$ cat src/divCfgPkg.sv
/* divider configuration constants
   operand width, iteration count and counter width */

`default_nettype none

package divCfgPkg;

	// ============================================================
	// datapath sizing
	// ============================================================

	// dividend, divisor, quotient and remainder all share this width
	localparam int divWidth = 28;

	// ============================================================
	// sequencing
	// ============================================================

	// one quotient bit per clock, so one cycle per operand bit
	localparam int divIters = divWidth;

	// iteration counter must be able to hold divIters
	localparam int divCntWidth = 5;

endpackage : divCfgPkg

`default_nettype wire

$ cat src/divTypesPkg.sv
/* divider type definitions
   controller state encoding and operand signedness mode */

`default_nettype none

package divTypesPkg;

	// ============================================================
	// controller states
	// ============================================================

	// Idle     waiting for ld
	// Iterate  one shift-subtract step per clock
	// Finish   sign fix and output write, one clock
	typedef enum logic [1:0] {
		Idle    = 2'd0,
		Iterate = 2'd1,
		Finish  = 2'd2
	} divState;

	// ============================================================
	// operand interpretation
	// ============================================================

	// decoded from sgn and sgnus, sgn wins when both are set
	typedef enum logic [1:0] {
		Unsigned         = 2'd0,
		Signed           = 2'd1,
		SignedByUnsigned = 2'd2
	} divMode;

endpackage : divTypesPkg

`default_nettype wire

$ cat src/divCtrl.sv
/* divider sequencing FSM
   iteration counter, abort handling, done pulse and idle level */

`timescale 1ns/1ps
`default_nettype none

module divCtrl (
	input  logic clk,
	input  logic rst,
	input  logic ld,
	input  logic abort,
	output logic loadEn,
	output logic iterEn,
	output logic finishEn,
	output logic done,
	output logic idle
);
	import divCfgPkg::*;
	import divTypesPkg::*;

	divState state;
	logic [divCntWidth-1:0] cnt;
	logic lastIter;

	// ============================================================
	// enables and status
	// ============================================================

	// counter reaches zero on this edge
	assign lastIter = (cnt == divCntWidth'(1));

	assign idle = (state == Idle);

	// a load in the done cycle is ignored, the result is still being presented
	assign loadEn = idle && ld && !done;

	// abort suppresses the step and the output write in the same cycle
	assign iterEn = (state == Iterate) && !abort;
	assign finishEn = (state == Finish) && !abort;

	// ============================================================
	// state register and down-counter
	// ============================================================

	always_ff @(posedge clk) begin
		if (rst) begin
			state <= Idle;
			cnt <= '0;
			done <= 1'b0;
		end else begin
			// done follows a completed finish by one clock
			done <= finishEn;
			case (state)
				Idle: begin
					if (loadEn) begin
						state <= Iterate;
						cnt <= divCntWidth'(divIters);
					end
				end
				Iterate: begin
					if (abort) begin
						state <= Idle;
					end else begin
						cnt <= cnt - 1'b1;
						if (lastIter) begin
							state <= Finish;
						end
					end
				end
				Finish: begin
					// abort or not, finish always drops back to idle
					state <= Idle;
				end
				default: begin
					state <= Idle;
				end
			endcase
		end
	end

	// ============================================================
	// checks
	// ============================================================

	// no new operation starts in the cycle that shows a result
	aLoadNotAtDone: assert property (@(posedge clk) disable iff (rst)
		loadEn |-> !$past(finishEn));

	aFinishOneCycle: assert property (@(posedge clk) disable iff (rst)
		finishEn |=> !finishEn);

	aAbortToIdle: assert property (@(posedge clk) disable iff (rst)
		(state == Iterate && abort) |=> idle && !done);

endmodule : divCtrl

`default_nettype wire

$ cat src/divOperandPrep.sv
/* operand preparation for the divider
   mode decode, magnitudes, result sign flags and zero-divisor flag */

`timescale 1ns/1ps
`default_nettype none

module divOperandPrep (
	input  logic                       clk,
	input  logic                       rst,
	input  logic                       loadEn,
	input  logic                       sgn,
	input  logic                       sgnus,
	input  logic [divCfgPkg::divWidth-1:0] a,
	input  logic [divCfgPkg::divWidth-1:0] b,
	output logic [divCfgPkg::divWidth-1:0] absA,
	output logic [divCfgPkg::divWidth-1:0] absB,
	output logic                       negQ,
	output logic                       negR,
	output logic                       dvByZr
);
	import divCfgPkg::*;
	import divTypesPkg::*;

	divMode mode;
	logic signA;
	logic signB;
	logic qSign;
	logic rSign;

	// sgn has priority over sgnus
	assign mode = sgn ? Signed : (sgnus ? SignedByUnsigned : Unsigned);

	assign signA = a[divWidth-1];
	assign signB = b[divWidth-1];

	// magnitudes and result signs per mode
	always_comb begin
		absA = a;
		absB = b;
		qSign = 1'b0;
		rSign = 1'b0;
		case (mode)
			Signed: begin
				absA = signA ? -a : a;
				absB = signB ? -b : b;
				qSign = signA ^ signB;
				rSign = signA;
			end
			SignedByUnsigned: begin
				// divisor stays an unsigned magnitude
				absA = signA ? -a : a;
				qSign = signA;
				rSign = signA;
			end
			default: begin
			end
		endcase
	end

	// flags captured with the operands, held through the iteration
	always_ff @(posedge clk) begin
		if (rst) begin
			negQ <= 1'b0;
			negR <= 1'b0;
			dvByZr <= 1'b0;
		end else if (loadEn) begin
			negQ <= qSign;
			negR <= rSign;
			dvByZr <= (b == '0);
		end
	end

endmodule : divOperandPrep

`default_nettype wire

$ cat src/divCore.sv
/* restoring shift-subtract divider datapath
   partial quotient and partial remainder registers */

`timescale 1ns/1ps
`default_nettype none

module divCore (
	input  logic                       clk,
	input  logic                       rst,
	input  logic                       loadEn,
	input  logic                       iterEn,
	input  logic [divCfgPkg::divWidth-1:0] absA,
	input  logic [divCfgPkg::divWidth-1:0] absB,
	output logic [divCfgPkg::divWidth-1:0] q,
	output logic [divCfgPkg::divWidth-1:0] r
);
	import divCfgPkg::*;

	logic [divWidth-1:0] divisor;
	logic [divWidth:0] rShift;
	logic [divWidth:0] rDiff;
	logic fits;

	// ============================================================
	// one step: bring in next dividend bit, trial subtract
	// ============================================================

	// remainder shifted left with the dividend msb from q
	assign rShift = {r, q[divWidth-1]};
	assign rDiff = rShift - {1'b0, divisor};

	// divisor fits, so this quotient bit is one
	assign fits = (rShift >= {1'b0, divisor});

	// ============================================================
	// registers
	// ============================================================

	always_ff @(posedge clk) begin
		if (loadEn) begin
			q <= absA;
			r <= '0;
			divisor <= absB;
		end else if (iterEn) begin
			// dividend bits leave the top as quotient bits enter the bottom
			q <= {q[divWidth-2:0], fits};
			// the kept remainder is always below the divisor and fits divWidth bits
			r <= fits ? rDiff[divWidth-1:0] : rShift[divWidth-1:0];
		end
	end

	aLoadIterExcl: assert property (@(posedge clk) disable iff (rst)
		!(loadEn && iterEn));

endmodule : divCore

`default_nettype wire

$ cat src/divResultFix.sv
/* divider result stage
   sign correction and registered quotient and remainder */

`timescale 1ns/1ps
`default_nettype none

module divResultFix (
	input  logic                       clk,
	input  logic                       rst,
	input  logic                       finishEn,
	input  logic                       negQ,
	input  logic                       negR,
	input  logic [divCfgPkg::divWidth-1:0] q,
	input  logic [divCfgPkg::divWidth-1:0] r,
	output logic [divCfgPkg::divWidth-1:0] qo,
	output logic [divCfgPkg::divWidth-1:0] ro
);
	import divCfgPkg::*;

	logic [divWidth-1:0] qFix;
	logic [divWidth-1:0] rFix;

	// ============================================================
	// sign correction
	// ============================================================

	// truncating divide: quotient by the combined sign
	assign qFix = negQ ? -q : q;

	// remainder follows the dividend sign only
	assign rFix = negR ? -r : r;

	// ============================================================
	// output registers
	// ============================================================

	// written only at finish, held otherwise, so an abort leaves the old result
	always_ff @(posedge clk) begin
		if (rst) begin
			qo <= '0;
			ro <= '0;
		end else if (finishEn) begin
			qo <= qFix;
			ro <= rFix;
		end
	end

endmodule : divResultFix

`default_nettype wire

$ cat src/divUnit.sv
/* iterative integer divide unit top level
   controller, operand prep, shift-subtract core and result stage */

`timescale 1ns/1ps
`default_nettype none

module divUnit (
	input  logic                       clk,
	input  logic                       rst,
	input  logic                       ld,
	input  logic                       abort,
	input  logic                       sgn,
	input  logic                       sgnus,
	input  logic [divCfgPkg::divWidth-1:0] a,
	input  logic [divCfgPkg::divWidth-1:0] b,
	output logic [divCfgPkg::divWidth-1:0] qo,
	output logic [divCfgPkg::divWidth-1:0] ro,
	output logic                       dvByZr,
	output logic                       done,
	output logic                       idle
);
	import divCfgPkg::*;

	// ============================================================
	// internal nets
	// ============================================================

	// sequencing enables
	logic loadEn;
	logic iterEn;
	logic finishEn;

	// operand magnitudes into the core
	logic [divWidth-1:0] absA;
	logic [divWidth-1:0] absB;

	// result sign flags
	logic negQ;
	logic negR;

	// unsigned quotient and remainder from the core
	logic [divWidth-1:0] q;
	logic [divWidth-1:0] r;

	// ============================================================
	// instances
	// ============================================================

	divCtrl i_ctrl (
		.clk      (clk),
		.rst      (rst),
		.ld       (ld),
		.abort    (abort),
		.loadEn   (loadEn),
		.iterEn   (iterEn),
		.finishEn (finishEn),
		.done     (done),
		.idle     (idle)
	);

	divOperandPrep i_prep (
		.clk    (clk),
		.rst    (rst),
		.loadEn (loadEn),
		.sgn    (sgn),
		.sgnus  (sgnus),
		.a      (a),
		.b      (b),
		.absA   (absA),
		.absB   (absB),
		.negQ   (negQ),
		.negR   (negR),
		.dvByZr (dvByZr)
	);

	divCore i_core (
		.clk    (clk),
		.rst    (rst),
		.loadEn (loadEn),
		.iterEn (iterEn),
		.absA   (absA),
		.absB   (absB),
		.q      (q),
		.r      (r)
	);

	divResultFix i_fix (
		.clk      (clk),
		.rst      (rst),
		.finishEn (finishEn),
		.negQ     (negQ),
		.negR     (negR),
		.q        (q),
		.r        (r),
		.qo       (qo),
		.ro       (ro)
	);

endmodule : divUnit

`default_nettype wire

$ cat config.mk
export PLATFORM = sky130hd
export DESIGN_NAME = divUnit
export DESIGN_NICKNAME = d
export VERILOG_FILES = /design/src/divCfgPkg.sv /design/src/divTypesPkg.sv /design/src/divCtrl.sv /design/src/divOperandPrep.sv /design/src/divCore.sv /design/src/divResultFix.sv /design/src/divUnit.sv
export SDC_FILE = /design/constraint.sdc
export NUM_CORES = 1
export LEC_CHECK = 0
export ABC_AREA = 1
export BUFFER_PORTS_ARGS = -buffer_cell sky130_fd_sc_hd__buf_2
export CAP_MARGIN = 20
export CORE_MARGIN = 5
export CORE_UTILIZATION = 55
export DETAILED_ROUTE_END_ITERATION = 7
export PLACE_DENSITY = 0.8
export SLEW_MARGIN = 30
export SYNTH_ARGS = -nofsm -noshare
export SYNTH_HDL_FRONTEND = slang
export SYNTH_HIERARCHICAL = 1
export SYNTH_SLANG_ARGS = --single-unit
$ cat constraint.sdc
create_clock -name clk -period 3.6 [get_ports clk]
set_clock_uncertainty 0.05 [all_clocks]
set_input_delay 0.54 -clock clk [delete_from_list [all_inputs] [get_ports clk]]
set_output_delay 0.54 -clock clk [all_outputs]
set_load 0.01 [all_outputs]
; Word-level counts from Yosys, hierarchy flattened
; Cells that the tools add are included.
[word_totals]
mem_count = 0
output_inout_bits = 59
elab_cells = 60
ram_bits = 0
mem_bits_ro = 0
latch_bits = 0
input_bits = 62
ff_bits = 151
[op_classes]
n_mux = 20
add_sub_neg = 6
n_lt_le_gt_ge = 1
n_reduce_logical = 13
eq_ne = 8
shifts = 0
n_bitwise = 1
mul = 0
div_mod_pow = 0
[ops]
columns = operator, n
row1 = $mux 28, 9
row2 = $neg 28->28, 4
row3 = $ge 29x28->1, 1
row4 = $logic_not 28->1, 1
row5 = $sub 28x28->28, 1
row6 = $mux 2, 5
row7 = $mux 5, 2
row8 = $pmux 5 s2, 1
row9 = $eq 5x1->1 const B, 1
row10 = $sub 5x1->5 const B, 1
row11 = $eq 2x1->1 const B, 2
row12 = $eq 2x2->1 const B, 2
row13 = $logic_and 1x1->1, 4
row14 = $pmux 2 s2, 1
row15 = $reduce_bool 2->1, 2
row16 = $ne 3x2->1 const B, 1
row17 = $reduce_and 3->1, 1
row18 = $logic_not 1->1, 2
row19 = $logic_not 2->1, 1
row20 = $ne 2x1->1 const B, 1
row21 = $ne 2x2->1 const B, 1
row22 = $pmux 1 s2, 1
row23 = $reduce_and 2->1, 1
row24 = $reduce_or 2->1, 1
row25 = 2 further kinds, 2

; Longest topological paths before layout
[depth]
ltp_word = 6
depth_mapped = 17
ltp_nobuf = 16

; Hierarchy
; Netlist, hierarchy kept.
[by_module_without_submodules]
columns = mod, area_per_inst_um2, cells_per_inst, n_inst, seq_area_each_um2
row1 = divCore, 5485.3, 791, 1, 2242.2
row2 = divResultFix, 3553.4, 591, 1, 1121.1
row3 = divOperandPrep, 1898.1, 385, 1, 60.1
row4 = divCtrl, 455.4, 67, 1, 160.2

; Worst setup path before layout
; No wires, ideal clock.
[synth_path]
kind = input to register
from = input port ld
to = register i_core/q[0] (netlist name) (enable)
path_buffers = 2
arrival_time_ps = 3027
setup_ps = 402
stages = 8
path_slack_ps = 120
cell_sequence = inv_1 nor2_1 nand2_4 inv_1 clkbuf_1 nor2_1 inv_1 clkbuf_1
[synth_between]
elab_chain_cells = 3
[synth_lines]
columns = item, line_no
row1 = start: declaration, divUnit.sv:10  ; input logic ld,
row2 = $logic_and 1x1->1 (2 in a row), divCtrl.sv:35  ; assign loadEn = idle && ld && !done;
row3 = via loadEn, divUnit.sv:29  ; logic loadEn;
row4 = $reduce_bool 2->1 (no source line), --
row5 = end signal: assignment, divCore.sv:41  ; q <= absA;
row6 = end signal: assignment, divCore.sv:46  ; q <= {q[divWidth-2:0], fits};
row7 = end: declaration, divCore.sv:14  ; output logic [divCfgPkg::divWidth-1:0] q,
; The timed path passes the listed nets, and every way through them passes these cells.
; A chain may end at the register's enable or synchronous reset.

; Final worst setup path
[layout_path]
from = register i_core/q[27] (netlist name)
to = register i_core/r[22] (netlist name)
[layout_between]
elab_chain_cells = 2
[layout_lines]
columns = item, line_no
row1 = $sub 28x28->28 / $ge 29x28->1 (equally long branches), "divCore.sv:30, divCore.sv:33"
row2 = $mux 28 (*), divCore.sv:48  ; r <= fits ? rDiff[divWidth-1:0] : rShift[divWidth-1:0];
row3 = end signal: assignment, divCore.sv:48
row4 = end: declaration, divCore.sv:15  ; output logic [divCfgPkg::divWidth-1:0] r
; Mark *: on every way between the ends. The rest lies on a longest branch, timed or not.

==> flow_summary.rst <==
.. list-table::
   :header-rows: 1

   * - Metric
     - Value
   * - Ports placed on the boundary
     - 121
   * - Most frequent cells after synthesis
     - nand2_1 (573), inv_1 (291), nor2_1 (260)
   * - Worst slew margin
     - 35.8%
   * - Hpwl dp
     - 26,000 µm
   * - NumNets Final
     - 2,035
   * - Number of levels in the clock H-tree
     - 4
   * - Worst hold path stage count
     - 1
   * - Hold Vio Cnt, Final
     - 0
   * - Number of setup violations in the final report
     - 0
   * - First-pass GRT wire length
     - 54,000 µm
   * - Tightest Pin Transition
     - 0.957 ns
   * - Routed Wire Length
     - 32,900 µm
   * - Clock slew at the register clock pins of the worst setup and hold paths
     - 0.07 ns
   * - Hold Path Sink
     - i_core/divisor[0]
   * - Remaining global-route overflow
     - 0
   * - Fraction of final layout cells sized beyond drive strength 1
     - 11.5%
   * - Area share of the largest cell type after synthesis
     - 18.9%
   * - Synthesized area divided by synthesized cell count
     - 6.21 µm²
   * - Root Driver
     - clkbuf_16
   * - Critical path data required time
     - 3.87 ns
   * - First-pass iteration count of the detailed router
     - 6
   * - Cell with the most instances after synthesis
     - nand2_1
   * - Netlist area before placement
     - 11,400 µm²
   * - Number of buffers created by CTS
     - 17
   * - Peak clock frequency supported by timing
     - 386 MHz
   * - Largest fanout on the critical path
     - 3
   * - Layout Area Growth over Synthesis
     - 12.2%
   * - Post-cts gate resize count
     - 0
   * - CTS tree
     - yes
   * - Fillers
     - 1,985
   * - Total power divided by cell area
     - 365 nW/µm²
   * - Routed via count divided by cell count
     - 5.27
   * - Row count
     - 52
   * - Unrepaired setup endpoints after global routing
     - false
   * - VDD IR max
     - 0.000359 V
   * - Synthesis warning total
     - 6
   * - Minimum setup slack in the final design
     - 1.01 ns
   * - Cell accounting for the most synthesized area
     - nand2_1
   * - Period utilisation layout
     - 72.0%
   * - Total via count in the routed design
     - 11,700
   * - Clock Sinks
     - 151
   * - Initial detailed-routing violation count
     - 1,044
   * - Number of hold-repair buffers added at the cts stage
     - 0
   * - Number of distinct library cells after synthesis
     - 45
   * - Crit end category
     - flip-flop
   * - Final slew viol count
     - 0
   * - Net count after synthesis
     - 1,931
   * - Most common flop cell mapped by yosys
     - dfxtp_1
   * - Remaining DRCs
     - 0
   * - Status
     - completed
   * - Classification of the worst setup path
     - reg -> reg
   * - Max-cap violations
     - 0
   * - Leakage power of the design
     - 0.00678 µW
   * - Number of routed nets with antenna violations
     - 0
   * - Post-CTS Repair Setup Buffers
     - 0
   * - Width of the die
     - 154 µm
   * - Routability congestion estimate
     - 0.999
   * - Buffers added on ports
     - 120
   * - Cells after Synth
     - 1,834
   * - Number of antenna violations at the first check in global routing
     - 1
   * - Total negative slack for setup checks
     - 0 ns
   * - Post-route worst hold slack
     - 0.275 ns
   * - Clk_lat worst skew
     - 0.43 ns
   * - Class of the tightest hold or removal check
     - in -> reg
   * - GRT Overall Usage
     - 27.6%
   * - Worst endpoint data arrival time
     - 2.87 ns
   * - Proportion of synthesized flip-flops having asynchronous set or reset
     - 0%
   * - Capture point of the worst reg-to-reg path
     - i_core/r[22]
   * - Launch instance of the worst register-to-register path
     - i_core/q[27]
   * - Number of enable-type register cells in the synthesized netlist
     - 56
   * - Minimum clock period after layout
     - 2.59 ns
   * - Number of antenna repair diodes
     - 0
   * - Area of the core
     - 20,300 µm²
   * - Setup slack, reg-to-reg
     - 1.01 ns
   * - Maximum number of pins on one net before global-route repair
     - 101
   * - Number of global-route vias before repair
     - 10,800
   * - Beginning of the worst hold path
     - b[0]
   * - Routed length per instance
     - 14.8 µm
   * - Height of the chip
     - 154 µm
   * - Main area contributors after synthesis
     - nand2_1 (19%), dfxtp_1 (17%), edfxtp_1 (15%), inv_1 (9.6%), nor2_1 (8.6%)
   * - CTS max path bufs
     - 2
   * - Die footprint
     - 23,700 µm²
   * - Type of element launching the critical path
     - flip-flop
   * - Sequential-to-total area share from yosys stat
     - 31.5%
   * - Number of flip-flops and latches in the synthesized netlist
     - 151
   * - Starting Density
     - 56.1%
   * - Post-placement setup slack
     - 1.08 ns
   * - R2R depth
     - 11
worst max-delay path, stage by stage (launching register included):
cell and delay [ns]:
edfxtp_1 0.41, inv_1 0.10, ha_1 0.23, fa_1 0.43, nor2_1 0.16, nor2_1 0.05
o21ai_0 0.45, nand2_1 0.24, nand4_1 0.15, nand3_1 0.08, nand2_1 0.09, nand2_1 0.05
how the worst max path moves through the flow:
stage / from / to / cells past startpoint
3_3_place_gp: i_core/r[20] / i_core/r[21] / 10
3_5_place_dp: ld / i_core/q[20] / 9
5_1_grt: i_core/r[19] / i_core/r[16] / 11
6_report: i_core/q[27] / i_core/r[22] / 11
2_1_floorplan: ld / i_core/q[0] / 8
4_1_cts: i_core/q[27] / i_core/r[22] / 11
kinds of logic (layout without fill, tap and decap cells):
logic type / after synthesis / after routing / share of synthesized area, %
AND/OR/NAND/NOR: 1087 / 1087 / 40.3
flip-flops: 151 / 151 / 31.5
buffers and inverters: 342 / 459 / 12.0
XOR/XNOR: 64 / 64 / 4.92
AO/OA/AOI/OAI: 155 / 155 / 7.38
adder cells (fa/ha/maj): 35 / 35 / 3.91
placed cells by master, fill, tap and decap left out, drive strengths merged:
cell / instances
a211oi: 1
a21o: 1
a21oi: 53
a31oi: 3
and2: 6
buf: 130
bufinv: 1
clkbuf: 20
clkinv: 4
clkinvlp: 1
dfxtp: 95
edfxtp: 56
fa: 1
ha: 34
inv: 303
nand2: 593
nand3: 155
nand3b: 6
nand4: 29
nor2: 284
nor3: 10
nor4: 1
o211ai: 6
o21ai: 83
o21bai: 3
o221ai: 5
or2: 3
xnor2: 33
xor2: 31
area by class of cell:
class | instances | area [µm²] | share of cell area (%)
inverter | 297 | 1120 | 8.74
multi-input combinational | 1341 | 6440 | 50.4
clock inverter | 12 | 129 | 1.01
timing repair buffer | 130 | 688 | 5.38
sequential | 151 | 3580 | 28.0
clock buffer | 20 | 479 | 3.75
tap | 270 | 338 | 2.64
report_power, final:
group          internal, µW  switching [µW]  leakage, µW  total (µW)
clock network          1060             786     0.000298        1850
logic                   272             540      0.00517         812
registers              1900             109      0.00131        2000
flip-flops by register name (all words and copies together) (netlist names), 2 cells and up:
signal / cells
i_core/q: 28
i_core/divisor: 28
i_core/r: 28
i_ctrl/state: 2
i_ctrl/cnt: 5
i_fix/ro: 28
i_fix/qo: 28
per-layer routing:
layer / global-route usage (%) / wire, µm / vias up
met3: 3.71 / 2520 / 61
met2: 43.0 / 14600 / 474
li1: - / - / 5937
met1: 39.7 / 14900 / 5240
met4: 8.96 / 910 / 0
met5: 0 / 0 / -
through the flow:
step	std cells	power [µW]	cell area, µm²	util, %
6_report	2221	4660	12800	63.0
5_1_grt	2221	4880	12800	63.0
4_1_cts	2221	4670	12800	63.0
3_5_place_dp	2189	2840	12200	60.0
3_3_place_gp	2189	2820	12200	60.0
2_1_floorplan	1834	2570	11400	-
Power figures use the tool's default switching activity.
